### src/issue_pkg.sv
// Shared widths, encodings and bundles for the in-order issue stage
package issue_pkg;

    // ------------------------------------------------------------------
    // Widths
    // ------------------------------------------------------------------
    localparam int unsigned XLEN          = 32;
    localparam int unsigned REG_ADDR_BITS = 5;
    // Three bits of transaction ID, so at most eight scoreboard entries
    localparam int unsigned TRANS_ID_BITS = 3;

    // ------------------------------------------------------------------
    // Encodings
    // ------------------------------------------------------------------
    typedef enum logic {
        FU_ALU = 1'b0,
        FU_MUL = 1'b1
    } fu_e;

    typedef enum logic [2:0] {
        OP_ADD = 3'd0,
        OP_SUB = 3'd1,
        OP_XOR = 3'd2,
        OP_AND = 3'd3,
        OP_MUL = 3'd4
    } op_e;

    // ------------------------------------------------------------------
    // Instruction word, R-type and I-type views
    // ------------------------------------------------------------------
    typedef struct packed {
        logic [6:0]               funct7;
        logic [REG_ADDR_BITS-1:0] rs2;
        logic [REG_ADDR_BITS-1:0] rs1;
        logic [2:0]               funct3;
        logic [REG_ADDR_BITS-1:0] rd;
        logic [6:0]               opcode;
    } r_type_t;

    typedef struct packed {
        logic [11:0]              imm12;
        logic [REG_ADDR_BITS-1:0] rs1;
        logic [2:0]               funct3;
        logic [REG_ADDR_BITS-1:0] rd;
        logic [6:0]               opcode;
    } i_type_t;

    // rs1 and rd occupy the same bits in both views
    typedef union packed {
        r_type_t r_type;
        i_type_t i_type;
    } instr_u;

    // ------------------------------------------------------------------
    // Bundles between blocks
    // ------------------------------------------------------------------
    typedef struct packed {
        fu_e    fu;
        op_e    op;
        logic   use_imm;    // Selects the I-type view of instr
        instr_u instr;
    } decoded_instr_t;

    typedef struct packed {
        fu_e                      fu;
        op_e                      op;
        logic [XLEN-1:0]          operand_a;
        logic [XLEN-1:0]          operand_b;
        logic [TRANS_ID_BITS-1:0] trans_id;
    } fu_data_t;

    typedef struct packed {
        logic                     valid;
        logic [TRANS_ID_BITS-1:0] trans_id;
        logic [XLEN-1:0]          data;
    } wb_t;

    typedef struct packed {
        logic [REG_ADDR_BITS-1:0] rd;
        logic [XLEN-1:0]          data;
        logic [TRANS_ID_BITS-1:0] trans_id;
    } commit_t;

    typedef struct packed {
        logic [REG_ADDR_BITS-1:0] rs1;
        logic [REG_ADDR_BITS-1:0] rs2;
    } operand_req_t;

    typedef struct packed {
        logic            rs1_busy;
        logic            rs1_fwd_valid;
        logic            rs2_busy;
        logic            rs2_fwd_valid;
        logic [XLEN-1:0] rs1_fwd_data;
        logic [XLEN-1:0] rs2_fwd_data;
    } sb_operand_t;

endpackage

### src/issue_read_operands.sv
// Operand selection, RAW hazard check and registered dispatch to ALU or multiplier
`timescale 1ns/1ns

module issue_read_operands (
    input  logic                                clk_i,
    input  logic                                rst_n_i,
    // From the scoreboard
    input  issue_pkg::decoded_instr_t           issue_instr_i,
    input  logic [issue_pkg::TRANS_ID_BITS-1:0] issue_trans_id_i,
    input  logic                                issue_valid_i,
    output logic                                issue_ack_o,
    // Operand lookup in scoreboard and register file
    output issue_pkg::operand_req_t             operand_req_o,
    input  issue_pkg::sb_operand_t              sb_operand_i,
    input  logic [issue_pkg::XLEN-1:0]          rf_rdata_a_i,
    input  logic [issue_pkg::XLEN-1:0]          rf_rdata_b_i,
    // Functional units
    output issue_pkg::fu_data_t                 fu_data_o,
    input  logic                                alu_ready_i,
    output logic                                alu_valid_o,
    input  logic                                mul_ready_i,
    output logic                                mul_valid_o
);

    logic [issue_pkg::XLEN-1:0] operand_a;
    logic [issue_pkg::XLEN-1:0] operand_b;
    logic [issue_pkg::XLEN-1:0] imm_sext;
    logic                       stall_a;
    logic                       stall_b;
    logic                       unit_ready;
    logic                       to_alu;

    // ------------------------------------------------------------------
    // Instruction decode
    // ------------------------------------------------------------------
    // rs1 is common to both views, rs2 only exists in R-type
    assign operand_req_o.rs1 = issue_instr_i.instr.r_type.rs1;
    assign operand_req_o.rs2 = issue_instr_i.instr.r_type.rs2;

    // Sign-extended I-type immediate
    assign imm_sext = {{(issue_pkg::XLEN-12){issue_instr_i.instr.i_type.imm12[11]}},
                       issue_instr_i.instr.i_type.imm12};

    // ------------------------------------------------------------------
    // Operand selection
    // ------------------------------------------------------------------
    // Forwarded result beats the register file
    assign operand_a = sb_operand_i.rs1_fwd_valid ? sb_operand_i.rs1_fwd_data
                                                  : rf_rdata_a_i;

    always_comb begin
        if (issue_instr_i.use_imm) begin
            operand_b = imm_sext;
        end else if (sb_operand_i.rs2_fwd_valid) begin
            operand_b = sb_operand_i.rs2_fwd_data;
        end else begin
            operand_b = rf_rdata_b_i;
        end
    end

    // Producer still in flight without a result
    assign stall_a = sb_operand_i.rs1_busy;
    assign stall_b = sb_operand_i.rs2_busy & ~issue_instr_i.use_imm;

    // ------------------------------------------------------------------
    // Dispatch
    // ------------------------------------------------------------------
    assign to_alu     = (issue_instr_i.fu == issue_pkg::FU_ALU);
    assign unit_ready = to_alu ? alu_ready_i : mul_ready_i;

    assign issue_ack_o = issue_valid_i & ~stall_a & ~stall_b & unit_ready;

    // One-cycle valid pulse towards the selected unit
    always_ff @(posedge clk_i or negedge rst_n_i) begin
        if (!rst_n_i) begin
            alu_valid_o <= 1'b0;
            mul_valid_o <= 1'b0;
        end else begin
            alu_valid_o <= issue_ack_o & to_alu;
            mul_valid_o <= issue_ack_o & ~to_alu;
        end
    end

    always_ff @(posedge clk_i) begin
        if (issue_ack_o) begin
            fu_data_o.fu        <= issue_instr_i.fu;
            fu_data_o.op        <= issue_instr_i.op;
            fu_data_o.operand_a <= operand_a;
            fu_data_o.operand_b <= operand_b;
            fu_data_o.trans_id  <= issue_trans_id_i;
        end
    end

endmodule

### src/issue_stage.sv
// In-order issue stage: scoreboard, register file and operand read with dispatch
`timescale 1ns/1ns

module issue_stage #(
    parameter int unsigned NR_ENTRIES = 4
) (
    input  logic                      clk_i,
    input  logic                      rst_n_i,
    // Decode
    input  issue_pkg::decoded_instr_t decoded_instr_i,
    input  logic                      decoded_valid_i,
    output logic                      decoded_ack_o,
    output logic                      sb_full_o,
    // Functional units
    output issue_pkg::fu_data_t       fu_data_o,
    output logic                      alu_valid_o,
    input  logic                      alu_ready_i,
    output logic                      mul_valid_o,
    input  logic                      mul_ready_i,
    // Write-back
    input  issue_pkg::wb_t            wb_i,
    // Commit
    output issue_pkg::commit_t        commit_o,
    output logic                      commit_valid_o,
    input  logic                      commit_ack_i
);

    // ------------------------------------------------------------------
    // Scoreboard <-> read operands
    // ------------------------------------------------------------------
    issue_pkg::decoded_instr_t           issue_instr;
    logic [issue_pkg::TRANS_ID_BITS-1:0] issue_trans_id;
    logic                                issue_valid;
    logic                                issue_ack;
    issue_pkg::operand_req_t             operand_req;
    issue_pkg::sb_operand_t              sb_operand;

    // Register file read data
    logic [issue_pkg::XLEN-1:0] rf_rdata_a;
    logic [issue_pkg::XLEN-1:0] rf_rdata_b;

    // Commit write into the register file
    logic rf_we;

    assign rf_we = commit_valid_o & commit_ack_i;

    scoreboard #(
        .NR_ENTRIES ( NR_ENTRIES )
    ) u_scoreboard (
        .clk_i            ( clk_i           ),
        .rst_n_i          ( rst_n_i         ),
        .decoded_instr_i  ( decoded_instr_i ),
        .decoded_valid_i  ( decoded_valid_i ),
        .decoded_ack_o    ( decoded_ack_o   ),
        .sb_full_o        ( sb_full_o       ),
        .issue_instr_o    ( issue_instr     ),
        .issue_trans_id_o ( issue_trans_id  ),
        .issue_valid_o    ( issue_valid     ),
        .issue_ack_i      ( issue_ack       ),
        .operand_req_i    ( operand_req     ),
        .sb_operand_o     ( sb_operand      ),
        .wb_i             ( wb_i            ),
        .commit_o         ( commit_o        ),
        .commit_valid_o   ( commit_valid_o  ),
        .commit_ack_i     ( commit_ack_i    )
    );

    regfile u_regfile (
        .clk_i     ( clk_i           ),
        .rst_n_i   ( rst_n_i         ),
        .raddr_a_i ( operand_req.rs1 ),
        .raddr_b_i ( operand_req.rs2 ),
        .rdata_a_o ( rf_rdata_a      ),
        .rdata_b_o ( rf_rdata_b      ),
        .waddr_i   ( commit_o.rd     ),
        .wdata_i   ( commit_o.data   ),
        .we_i      ( rf_we           )
    );

    issue_read_operands u_issue_read_operands (
        .clk_i            ( clk_i          ),
        .rst_n_i          ( rst_n_i        ),
        .issue_instr_i    ( issue_instr    ),
        .issue_trans_id_i ( issue_trans_id ),
        .issue_valid_i    ( issue_valid    ),
        .issue_ack_o      ( issue_ack      ),
        .operand_req_o    ( operand_req    ),
        .sb_operand_i     ( sb_operand     ),
        .rf_rdata_a_i     ( rf_rdata_a     ),
        .rf_rdata_b_i     ( rf_rdata_b     ),
        .fu_data_o        ( fu_data_o      ),
        .alu_ready_i      ( alu_ready_i    ),
        .alu_valid_o      ( alu_valid_o    ),
        .mul_ready_i      ( mul_ready_i    ),
        .mul_valid_o      ( mul_valid_o    )
    );

endmodule

### src/regfile.sv
// Architectural integer register file, two read ports and one write port
`timescale 1ns/1ns

module regfile (
    input  logic                                clk_i,
    input  logic                                rst_n_i,
    // Read ports
    input  logic [issue_pkg::REG_ADDR_BITS-1:0] raddr_a_i,
    input  logic [issue_pkg::REG_ADDR_BITS-1:0] raddr_b_i,
    output logic [issue_pkg::XLEN-1:0]          rdata_a_o,
    output logic [issue_pkg::XLEN-1:0]          rdata_b_o,
    // Write port
    input  logic [issue_pkg::REG_ADDR_BITS-1:0] waddr_i,
    input  logic [issue_pkg::XLEN-1:0]          wdata_i,
    input  logic                                we_i
);

    localparam int unsigned NR_REGS = 2 ** issue_pkg::REG_ADDR_BITS;

    // x0 has no storage
    logic [issue_pkg::XLEN-1:0] regs_q [1:NR_REGS-1];

    always_ff @(posedge clk_i or negedge rst_n_i) begin
        if (!rst_n_i) begin
            for (int unsigned i = 1; i < NR_REGS; i++) begin
                regs_q[i] <= '0;
            end
        end else begin
            for (int unsigned i = 1; i < NR_REGS; i++) begin
                if (we_i && (waddr_i == issue_pkg::REG_ADDR_BITS'(i))) begin
                    regs_q[i] <= wdata_i;
                end
            end
        end
    end

    // Combinational reads, x0 reads zero
    assign rdata_a_o = (raddr_a_i == '0) ? '0 : regs_q[raddr_a_i];
    assign rdata_b_o = (raddr_b_i == '0) ? '0 : regs_q[raddr_b_i];

endmodule

### src/scoreboard.sv
// Scoreboard holding in-flight instructions from decode to in-order commit
`timescale 1ns/1ns

module scoreboard #(
    parameter int unsigned NR_ENTRIES = 4
) (
    input  logic                                clk_i,
    input  logic                                rst_n_i,
    // Decode side
    input  issue_pkg::decoded_instr_t           decoded_instr_i,
    input  logic                                decoded_valid_i,
    output logic                                decoded_ack_o,
    output logic                                sb_full_o,
    // Towards the read-operand block
    output issue_pkg::decoded_instr_t           issue_instr_o,
    output logic [issue_pkg::TRANS_ID_BITS-1:0] issue_trans_id_o,
    output logic                                issue_valid_o,
    input  logic                                issue_ack_i,
    // Operand lookup
    input  issue_pkg::operand_req_t             operand_req_i,
    output issue_pkg::sb_operand_t              sb_operand_o,
    // Write-back and commit
    input  issue_pkg::wb_t                      wb_i,
    output issue_pkg::commit_t                  commit_o,
    output logic                                commit_valid_o,
    input  logic                                commit_ack_i
);

    localparam int unsigned PTR_BITS = $clog2(NR_ENTRIES);
    localparam int unsigned TID_BITS = issue_pkg::TRANS_ID_BITS;

    // Pointers: head commits, issue dispatches, tail allocates
    logic [PTR_BITS-1:0] head_q;
    logic [PTR_BITS-1:0] issue_q;
    logic [PTR_BITS-1:0] tail_q;

    // Per-entry state flags
    logic [NR_ENTRIES-1:0] valid_q;
    logic [NR_ENTRIES-1:0] issued_q;
    logic [NR_ENTRIES-1:0] done_q;

    // Entry payload
    issue_pkg::decoded_instr_t  instr_q  [NR_ENTRIES];
    logic [issue_pkg::XLEN-1:0] result_q [NR_ENTRIES];

    logic [PTR_BITS-1:0] wb_idx;
    logic [PTR_BITS-1:0] older_cnt;
    logic                do_alloc;
    logic                do_issue;
    logic                do_wb;
    logic                do_commit;

    // ------------------------------------------------------------------
    // Handshakes
    // ------------------------------------------------------------------
    assign sb_full_o     = &valid_q;
    assign decoded_ack_o = decoded_valid_i & ~sb_full_o;
    assign do_alloc      = decoded_ack_o;

    // Oldest entry not yet handed to the read-operand block
    assign issue_valid_o    = valid_q[issue_q] & ~issued_q[issue_q];
    assign issue_instr_o    = instr_q[issue_q];
    assign issue_trans_id_o = TID_BITS'(issue_q);
    assign do_issue         = issue_valid_o & issue_ack_i;

    // Only an issued, unfinished entry takes a result
    assign wb_idx = wb_i.trans_id[PTR_BITS-1:0];
    assign do_wb  = wb_i.valid & valid_q[wb_idx] & issued_q[wb_idx] & ~done_q[wb_idx];

    assign commit_valid_o    = valid_q[head_q] & done_q[head_q];
    assign commit_o.rd       = instr_q[head_q].instr.r_type.rd;
    assign commit_o.data     = result_q[head_q];
    assign commit_o.trans_id = TID_BITS'(head_q);
    assign do_commit         = commit_valid_o & commit_ack_i;

    // ------------------------------------------------------------------
    // Operand lookup
    // ------------------------------------------------------------------
    // Number of entries between head and the issue entry
    assign older_cnt = issue_q - head_q;

    // Walk from oldest to youngest so the youngest match wins
    always_comb begin
        logic [PTR_BITS-1:0]                idx;
        logic [issue_pkg::REG_ADDR_BITS-1:0] rd;
        sb_operand_o = '0;
        for (int unsigned k = 0; k < NR_ENTRIES; k++) begin
            idx = head_q + PTR_BITS'(k);
            rd  = instr_q[idx].instr.r_type.rd;
            if ((k < older_cnt) && valid_q[idx] && (rd != '0)) begin
                if (rd == operand_req_i.rs1) begin
                    sb_operand_o.rs1_busy      = ~done_q[idx];
                    sb_operand_o.rs1_fwd_valid = done_q[idx];
                    sb_operand_o.rs1_fwd_data  = result_q[idx];
                end
                if (rd == operand_req_i.rs2) begin
                    sb_operand_o.rs2_busy      = ~done_q[idx];
                    sb_operand_o.rs2_fwd_valid = done_q[idx];
                    sb_operand_o.rs2_fwd_data  = result_q[idx];
                end
            end
        end
    end

    // ------------------------------------------------------------------
    // State update
    // ------------------------------------------------------------------
    always_ff @(posedge clk_i or negedge rst_n_i) begin
        if (!rst_n_i) begin
            head_q   <= '0;
            issue_q  <= '0;
            tail_q   <= '0;
            valid_q  <= '0;
            issued_q <= '0;
            done_q   <= '0;
        end else begin
            if (do_alloc) begin
                valid_q[tail_q]  <= 1'b1;
                issued_q[tail_q] <= 1'b0;
                done_q[tail_q]   <= 1'b0;
                tail_q           <= tail_q + 1'b1;
            end
            if (do_issue) begin
                issued_q[issue_q] <= 1'b1;
                issue_q           <= issue_q + 1'b1;
            end
            if (do_wb) begin
                done_q[wb_idx] <= 1'b1;
            end
            // Head retires, the register file takes over at this edge
            if (do_commit) begin
                valid_q[head_q] <= 1'b0;
                head_q          <= head_q + 1'b1;
            end
        end
    end

    always_ff @(posedge clk_i) begin
        if (do_alloc) begin
            instr_q[tail_q] <= decoded_instr_i;
        end
        if (do_wb) begin
            result_q[wb_idx] <= wb_i.data;
        end
    end

endmodule

### config.mk
export PLATFORM = sky130hd
export DESIGN_NAME = issue_stage
export DESIGN_NICKNAME = d
export VERILOG_FILES = /design/src/issue_pkg.sv /design/src/issue_read_operands.sv /design/src/issue_stage.sv /design/src/regfile.sv /design/src/scoreboard.sv
export SDC_FILE = /design/constraint.sdc
export NUM_CORES = 2
export LEC_CHECK = 0
export BUFFER_PORTS_ARGS = -buffer_cell sky130_fd_sc_hd__buf_2
export CAP_MARGIN = 5
export CELL_PAD_IN_SITES_DETAIL_PLACEMENT = 0
export CELL_PAD_IN_SITES_GLOBAL_PLACEMENT = 1
export CORE_MARGIN = 3
export CORE_UTILIZATION = 45
export CTS_BUF_LIST = sky130_fd_sc_hd__clkbuf_8
export CTS_CLUSTER_DIAMETER = 40
export DETAILED_ROUTE_END_ITERATION = 7
export PLACE_DENSITY = 0.79
export SYNTH_ARGS = -nofsm -noshare
export SYNTH_HDL_FRONTEND = slang
export SYNTH_SLANG_ARGS = --single-unit
### constraint.sdc
create_clock -name clk_i -period 7.6 [get_ports clk_i]
set_clock_uncertainty 0.1 [all_clocks]
set_input_delay 0 -clock clk_i [delete_from_list [all_inputs] [get_ports clk_i]]
set_output_delay 0 -clock clk_i [all_outputs]
set_load 0.03 [all_outputs]
Yosys cells after proc, flatten, opt, wreduce, memory -nomap -nowiden
Memory sizes are Yosys's and may differ from the RTL's.
Cells that the tools add are included.
{"block": "totals", "register_bits": 1082, "ramBits": 276, "inputBits": 79, "out_inout_bits": 116, "wordCells": 251, "memories": 2}
{"memory": "u_scoreboard.instr_q", "depth": 4, "width": 37, "rd": 4, "rd_ports_with_merged_regs": 0, "write_ports": 1, "line": "scoreboard.sv:43", "rtl": "issue_pkg::decoded_instr_t instr_q [NR_ENTRIES];"}
{"memory": "u_scoreboard.result_q", "depth": 4, "width": 32, "rd": 3, "rd_ports_with_merged_regs": 0, "write_ports": 1, "line": "scoreboard.sv:44", "rtl": "logic [issue_pkg::XLEN-1:0] result_q [NR_ENTRIES];"}
{"block": "classes", "addsub": 5, "n_lt_le_gt_ge": 15, "eq_ne": 37, "mux": 67, "n_bitwise": 34, "n_reduce_logical": 47}
{"cell": "32-bit 2-to-1 mux", "count": 15}
{"cell": "32-bit binary-select mux with 5-bit select", "count": 2}
{"cell": "68-bit 2-to-1 mux", "count": 3}
{"cell": "5-bit == test, second input constant", "count": 16}
{"cell": "1-bit logical AND", "count": 41}
{"cell": "5-bit by 4-bit == test with 1-bit output, second input constant", "count": 8}
{"cell": "5-bit == test", "count": 6}
{"cell": "4-bit 2-to-1 mux", "count": 6}
{"cell": "1-bit binary-select mux with 2-bit select", "count": 11}
{"cell": "5-bit by 3-bit == test with 1-bit output, second input constant", "count": 4}
{"cell": "1-bit 2-to-1 mux", "count": 20}
{"cell": "2-bit by 3-bit < comparator with 1-bit output, second input constant", "count": 6}
{"cell": "5-bit nonzero test", "count": 3}
{"cell": "1-bit AND", "count": 14}
{"cell": "4-bit AND", "count": 3}
{"cell": "6-bit greater-or-equal comparator, second input constant", "count": 2}
{"cell": "2-bit 2-to-1 mux", "count": 6}
{"cell": "5-bit NOT with 6-bit output", "count": 2}
{"cell": "4-bit bitwise OR", "count": 3}
{"cell": "5-bit by 2-bit == test with 1-bit output, second input constant", "count": 2}
{"cell": "5-bit zero test", "count": 2}
{"cell": "1-bit NOT", "count": 10}
{"cell": "1-bit demux with 2-bit select", "count": 4}
{"cell": "2-bit by 1-bit greater-or-equal comparator with 1-bit output, second input constant", "count": 4}
{"cell": "8 further kinds", "count": 12}

Depth between registers and ports, before layout
{"block": "depth", "depth_word": 15, "depth_mapped": 21}

Modules after synthesis
Synthesis repeated with hierarchy kept, for this count alone.
{"block": "hier_totals", "cells_unflattened": 5007, "area_unflattened_um2": 72321.9}
{"module": "regfile", "instances": 1, "cells_each": 3784, "area_per_inst_um2": 53497.6, "seq_area_each_um2": 24823.8}
{"module": "scoreboard", "instances": 1, "cells_each": 1010, "area_per_inst_um2": 15302.2, "seq_area_each_um2": 8738.4}
{"module": "issue_read_operands", "instances": 1, "cells_each": 212, "area_per_inst_um2": 3515.9, "seq_area_each_um2": 2182.1}
{"module": "issue_stage", "instances": 1, "cells_each": 1, "area_per_inst_um2": 6.3, "seq_area_each_um2": 0.0}

Worst setup path before layout
OpenSTA, ideal clock, no wires.
{"block": "synth_timing", "path_type": "flip-flop to flip-flop", "startpoint": "register u_scoreboard.head_q[0]", "endpoint": "register u_scoreboard.issue_q[1]", "t_arrival_ns": 5.377, "slack_ns": 1.998, "stages_incl_launch_ff": 21, "n_path_buf": 10, "period_less_slack_ns": 5.602, "path_cell_list": "dfrtp_1 > buf_6 > buf_12 > buf_2 > buf_2 > buf_2 > buf_2 > buf_1 > inv_1 > ha_1 > buf_2 > mux4_2 > xor2_1 > nor3_1 > and4_1 > clkbuf_1 > nand3b_4 > o211a_1 > o311a_1 > buf_6 > mux2_4"}
{"block": "synth_via", "elab_chain_len": 14, "word_cells_on_any_way": 53, "cone_classes": "add/sub (3); order compare (3); eq/ne (6); mux (21); bitwise (10); reduce/logical (9); memory (1)"}
{"element": "start: declaration", "line": "scoreboard.sv:33", "rtl": "logic [PTR_BITS-1:0] head_q;"}
{"element": "start signal: assignment", "line": "scoreboard.sv:133", "rtl": "head_q <= head_q + 1'b1;"}
{"element": "branches (longest 8 deep; another with memory read 4 x 37 bit)"}
{"element": "68-bit 2-to-1 mux *", "line": "scoreboard.sv:90", "rtl": "if ((k < older_cnt) && valid_q[idx] && (rd != '0)) begin"}
{"element": "1-bit NOT / 1-bit AND (equally long branches)", "line": "issue_read_operands.sv:71, issue_read_operands.sv:63"}
{"element": "1-bit AND / 1-bit NOT (equally long branches)", "line": "issue_read_operands.sv:71", "rtl": "assign issue_ack_o = issue_valid_i & ~stall_a & ~stall_b & unit_ready;"}
{"element": "1-bit AND * (2 in a row)", "line": "issue_read_operands.sv:71"}
{"element": "via issue_ack", "line": "issue_stage.sv:34", "rtl": "logic issue_ack;"}
{"element": "1-bit AND *", "line": "scoreboard.sv:64", "rtl": "assign do_issue = issue_valid_o & issue_ack_i;"}
{"element": "end signal: assignment", "line": "scoreboard.sv:125", "rtl": "issue_q <= issue_q + 1'b1;"}
{"element": "end: declaration", "line": "scoreboard.sv:34", "rtl": "logic [PTR_BITS-1:0] issue_q;"}
Mark *: on every way through the listed nets, which the timed path passes. The select of a mux whose other input is x is not followed.
A chain may end at the register's enable or synchronous reset.

Final worst setup path
{"block": "layout_timing", "startpoint": "register u_scoreboard.issue_q[0]", "endpoint": "register u_issue_read_operands.fu_data_o[19] (netlist name)"}
{"block": "layout_via", "elab_chain_len": 13, "word_cells_on_any_way": 40, "cone_classes": "add/sub (1); order compare (3); eq/ne (6); mux (14); bitwise (9); reduce/logical (6); memory (1)"}
{"element": "2-bit subtractor", "line": "scoreboard.sv:80", "rtl": "assign older_cnt = issue_q - head_q;"}
{"element": "1-bit by 2-bit < comparator with 1-bit output", "line": "scoreboard.sv:90"}
{"element": "1-bit logical AND (2 in a row)", "line": "scoreboard.sv:90"}
{"element": "68-bit 2-to-1 mux", "line": "scoreboard.sv:90"}
{"element": "2-bit 2-to-1 mux (on tied branches)", "line": "scoreboard.sv:91, scoreboard.sv:96"}
{"element": "68-bit 2-to-1 mux", "line": "scoreboard.sv:90"}
{"element": "2-bit 2-to-1 mux (on tied branches)", "line": "scoreboard.sv:91, scoreboard.sv:96"}
{"element": "68-bit 2-to-1 mux", "line": "scoreboard.sv:90"}
{"element": "1-bit NOT / 1-bit AND (equally long branches)", "line": "issue_read_operands.sv:71, issue_read_operands.sv:63"}
{"element": "1-bit AND / 1-bit NOT (equally long branches)", "line": "issue_read_operands.sv:71"}
{"element": "1-bit AND", "line": "issue_read_operands.sv:71"}
{"element": "1-bit AND *", "line": "issue_read_operands.sv:71"}
Every way passes the cells marked *; elsewhere a longest branch is shown, timed or not. The select of a mux whose other input is x is not followed.

==> impl_metrics.csv <==
group,metric,value,unit
worst_setup_path,critPathTopFamily,"buffers and inverters",
grt,grt_overflow,0,
placed_design,io_buffers,181,
synthesis,synth_area_leaders,"dfrtp_1, edfxtp_1, nand2_1",
routing,vias,57753,
grt,antenna_found_initial,10,
timing,final.period_utilization,72.32,%
pwr,pwr-share-clk,19.1,%
clock_tree,clkSinkCount,1318,
pwr,irDropWorstVdd,0.4069,mV
synthesis,synth_seq_cells,1318,
min_path,hold_class,"in2reg",
grt,grt_start_max_net_pins,158,
worst_setup_path,slowest_delay,1000,ps
worst_setup_path,cp_num_buf_inv,3,
floorplanning,start_util,45.48,%
synthesis,seq_area_frac_synth,50.49,%
placed_design,dp_hpwl,147300,um
clock_tree,clk_latency,1000,ps
floorplanning,fp.dieW,395.8,um
clock_tree,cts_root_buf,"clkbuf_8",
timing,post-route-min-period,5496,ps
timing,setup_viol,0,
clock_tree,htreeDepth,4,
synthesis,synth_edf_count,306,
clock_tree,cts_inserted_buffers,227,
floorplanning,ios,195,
worst_setup_path,critical_path.reg2reg.endpoint,"u_issue_read_operands.fu_data_o[19]$_DFFE_PP_",
routing,ant_nets,0,
synthesis,synthFlopType,"dfrtp_1",
pwr,p_switching,18.13,mW
worst_setup_path,timing_worst_setup_path_type,"reg2reg",
worst_setup_path,crit_path_top_delay_cell,"mux4_4",
min_path,hold_start,"wb_i[33]",
worst_setup_path,regToRegSetupSlack,2100,ps
worst_setup_path,crit_start,"u_scoreboard.issue_q[0]$_DFFE_PN0P_",
worst_setup_path,worstSetupStartpointType,"flop",
worst_setup_path,cp-endpoint,"u_issue_read_operands.fu_data_o[19]$_DFFE_PP_",
routing,wl,255800,um
pwr,seqPwrFrac,28.5,%
cells_and_area,syn_to_final_growth,12.66,%
synthesis,yosysUniqueCellTypes,81,
timing,tightest_slew,1396,ps
pwr,leakagePower,31.42,nW
status,status,"complete, no violations",
grt,grt_pass1_wl,375100,um
pwr,p_int,18.70,mW
timing,hold_violations,0,
pwr,switching_share,49.23,%
placed_design,dp.cells,8718,
pwr,combPwrFrac,52.4,%
worst_setup_path,required,8170,ps
synthesis,synthCells,7061,
routing,drt_first_pass_iters,6,
grt,grtUsageTotal,32.28,%
worst_setup_path,critPathCaptureType,"flop",
pwr,power,36.83,mW
timing,slew_headroom,6.931,%
timing,worst_hold_slack,135.5,ps
routing,first_iter_violations,6920,
worst_setup_path,path_depth,9,
clock_tree,clk_pin_slew,60,ps
clock_tree,clock_path_buffers,3,
cells_and_area,stdcell_count,9279,
worst_setup_path,worstRegToRegCells,9,
synthesis,synth_area,68360,um^2
worst_setup_path,critPathArrivalTime,6070,ps
routing,viasPerCell,6.224,
floorplanning,coreArea,150300,um^2
synthesis,yosys.area.top_type,"dfrtp_1",
pwr,powerDensity,478.2,nW/um^2
floorplanning,die_y,395.8,um
cells_and_area,drive_above_1_share,14.87,%
floorplanning,row_count,142,
run,maxCapViolCount,0,
routing,drcViolationCount,0,
timing,grt_setup_unrepaired,"false",
grt,grt_pass1_vias,55821,
cells_and_area,fin_nets,7158,
synthesis,ys_warn_count,0,
worst_setup_path,path_max_fanout,53,
worst_setup_path,critPathMostFrequentCell,"buf_4",
clock_tree,cts_setup_buffers,0,
timing,final.setup.tns,0,ps
timing,max_freq,181.9,MHz
cells_and_area,fill_cells,13754,
clock_tree,cts_tree,"built",
synthesis,ys_async_sr_fraction,76.78,%
synthesis,synth_top_area_share,37.05,%
placed_design,place_congestion,0.8704,
worst_setup_path,regToRegStartpoint,"u_scoreboard.issue_q[0]$_DFFE_PN0P_",
worst_setup_path,cp_cell_sequence,"buf_4 > mux4_4 > xnor2_1 > and4_1 > buf_4 > nand3b_4 > o211a_1 > o311a_4 > buf_4",
timing,drv_slew,0,
floorplanning,die_area,156600,um^2
routing,wire_per_inst,27.57,um
synthesis,syn_avg_cell_area,9.681,um^2
[per-stage QoR]
| step | setup WS, ps | cell area, um^2 | utilization, % |
|---|---|---|---|
| 2_1_floorplan | 1998 | 68360 | - |
| 3_3_place_gp | 2115 | 70670 | 47.01 |
| 3_5_place_dp | 2071 | 70670 | 47.01 |
| 4_1_cts | 2090 | 76990 | 51.22 |
| 5_1_grt | 1813 | 77000 | 51.23 |
| 6_report | 2104 | 77010 | 51.23 |
[sequential cells by signal (all words and copies together), names as in the netlist]
name / flops
u_scoreboard.issue_q: 2
u_regfile.regs_q: 992
u_issue_read_operands.fu_data_o: 70
u_scoreboard.result_q: 128
u_scoreboard.issued_q: 4
u_issue_read_operands.alu_valid_o: 1
u_issue_read_operands.mul_valid_o: 1
u_scoreboard.done_q: 4
u_scoreboard.valid_q: 4
u_scoreboard.head_q: 2
u_scoreboard.instr_q: 108
u_scoreboard.tail_q: 2
[synthesized netlist by cell type, drive strengths merged, types with 4 or more instances]
cell    number
nor4         7
and3        53
o41ai       10
a32oi       33
clkbuf     513
o22ai       36
or3         15
a21boi       4
ha          13
mux2i      214
and2        63
a221o        8
nand2b      27
a31oi      196
a21oi      167
a21o        16
o221ai      45
xor2        14
o211ai      56
nand2     1874
nor2b       88
nand4        7
buf        190
a311oi      40
o21ai     1203
nor2        84
or2         16
inv         47
edfxtp     306
nor3        10
a211oi     148
mux2        52
mux4       247
dfrtp     1012
o311ai       9
a221oi      32
a22o        26
a22oi       23
o21a         6
nand3       95
xnor2       19
[worst min-delay path by stage]
| stage | endpoint | slack, ps | depth (start not counted) |
|---|---|---|---|
| final | u_scoreboard.result_q[3][10]$_DFFE_PP_ | 140 | 5 |
| after global routing | u_scoreboard.result_q[0][4]$_DFFE_PP_ | 130 | 4 |
| after global placement | u_regfile.regs_q[452]$_DFFE_PN0P_ | -6 | 1 |
| after floorplan | u_issue_read_operands.alu_valid_o$_DFF_PN0_ | -400 | 0 |
| after detailed placement | u_regfile.regs_q[676]$_DFFE_PN0P_ | 2 | 1 |
| after CTS | u_scoreboard.result_q[2][10]$_DFFE_PP_ | 50 | 5 |
[cell usage in the layout, fill, tap and decap left out, types with 26 or more instances in the layout]
master and count:
o221ai_1 45, dfrtp_1 1008, a221oi_1 31, clkbuf_8 265, inv_1 108, o211ai_1 55, mux4_2 233, a21oi_1 166
mux2_2 48, clkinv_2 28, a31oi_1 196, nor2b_1 83, mux2i_1 214, o22ai_1 36, a22o_1 26, edfxtp_1 306
buf_4 152, a311oi_1 40, nand2_1 1868, o21ai_0 1132, nand3_1 95, buf_2 180, a32oi_1 33, and3_1 53
dlygate4sd3_1 132, nor2_1 75, and2_1 56, o21ai_1 46, a211oi_1 148
[tightest hold or removal path, stage by stage]
cell	delay, ps
dlygate4sd3_1	530
buf_2	160
nand4b_1	140
nor2_4	50
buf_12	160
[power groups by stage]
stage	Combinational, mW	Clock [mW]	Sequential [mW]
finish	19.3	7.04	10.5
floorplan	11.3	0	10.5
global placement	18.4	0	10.5
global route	20.3	7.43	10.7
detailed placement	18.6	0	10.5
CTS	18.7	7.09	10.4
[repair_timing]
item | 4_1_cts | 5_1_grt
endpoints found under the hold margin | 1275 | 0
gates resized for setup | 0 | 0
hold buffers | 135 | 0
[logic make-up after synthesis]
kind of cell	Yosys count	share of synthesized area (%)
buffers and inverters	750	4.440
and+or+nand+nor	2350	14.31
adders and majority gates	13	0.2380
xor gates and xnor gates	34	0.4576
muxes	513	12.18
other	1	0.005486
AOI/OAI and AO/OA	2082	17.88
DFF	1318	50.49
[per-layer routing]
| layer | part of all wire, % | GRT usage (%) | wire length [um] |
|---|---|---|---|
| met4 | 5.2 | 15.63 | 13360 |
| met3 | 11 | 8.720 | 27510 |
| met5 | 0.10 | 0 | 265 |
| met1 | 39 | 42.09 | 99600 |
| met2 | 45 | 50.01 | 115100 |
[final cells by class]
type                    instances  area [um^2]  area share, %
flip-flops and latches       1318        34520          44.83
clock inverters               155         1292          1.678
clock buffers                 265         3647          4.736
well taps                    2016         2522          3.275
multi-input cells            4994        31190          40.50
diodes                          6        15.01        0.01950
repair buffers                478         3646          4.734
inverters                      47        176.4         0.2291
(Power assumes the default switching activity.)
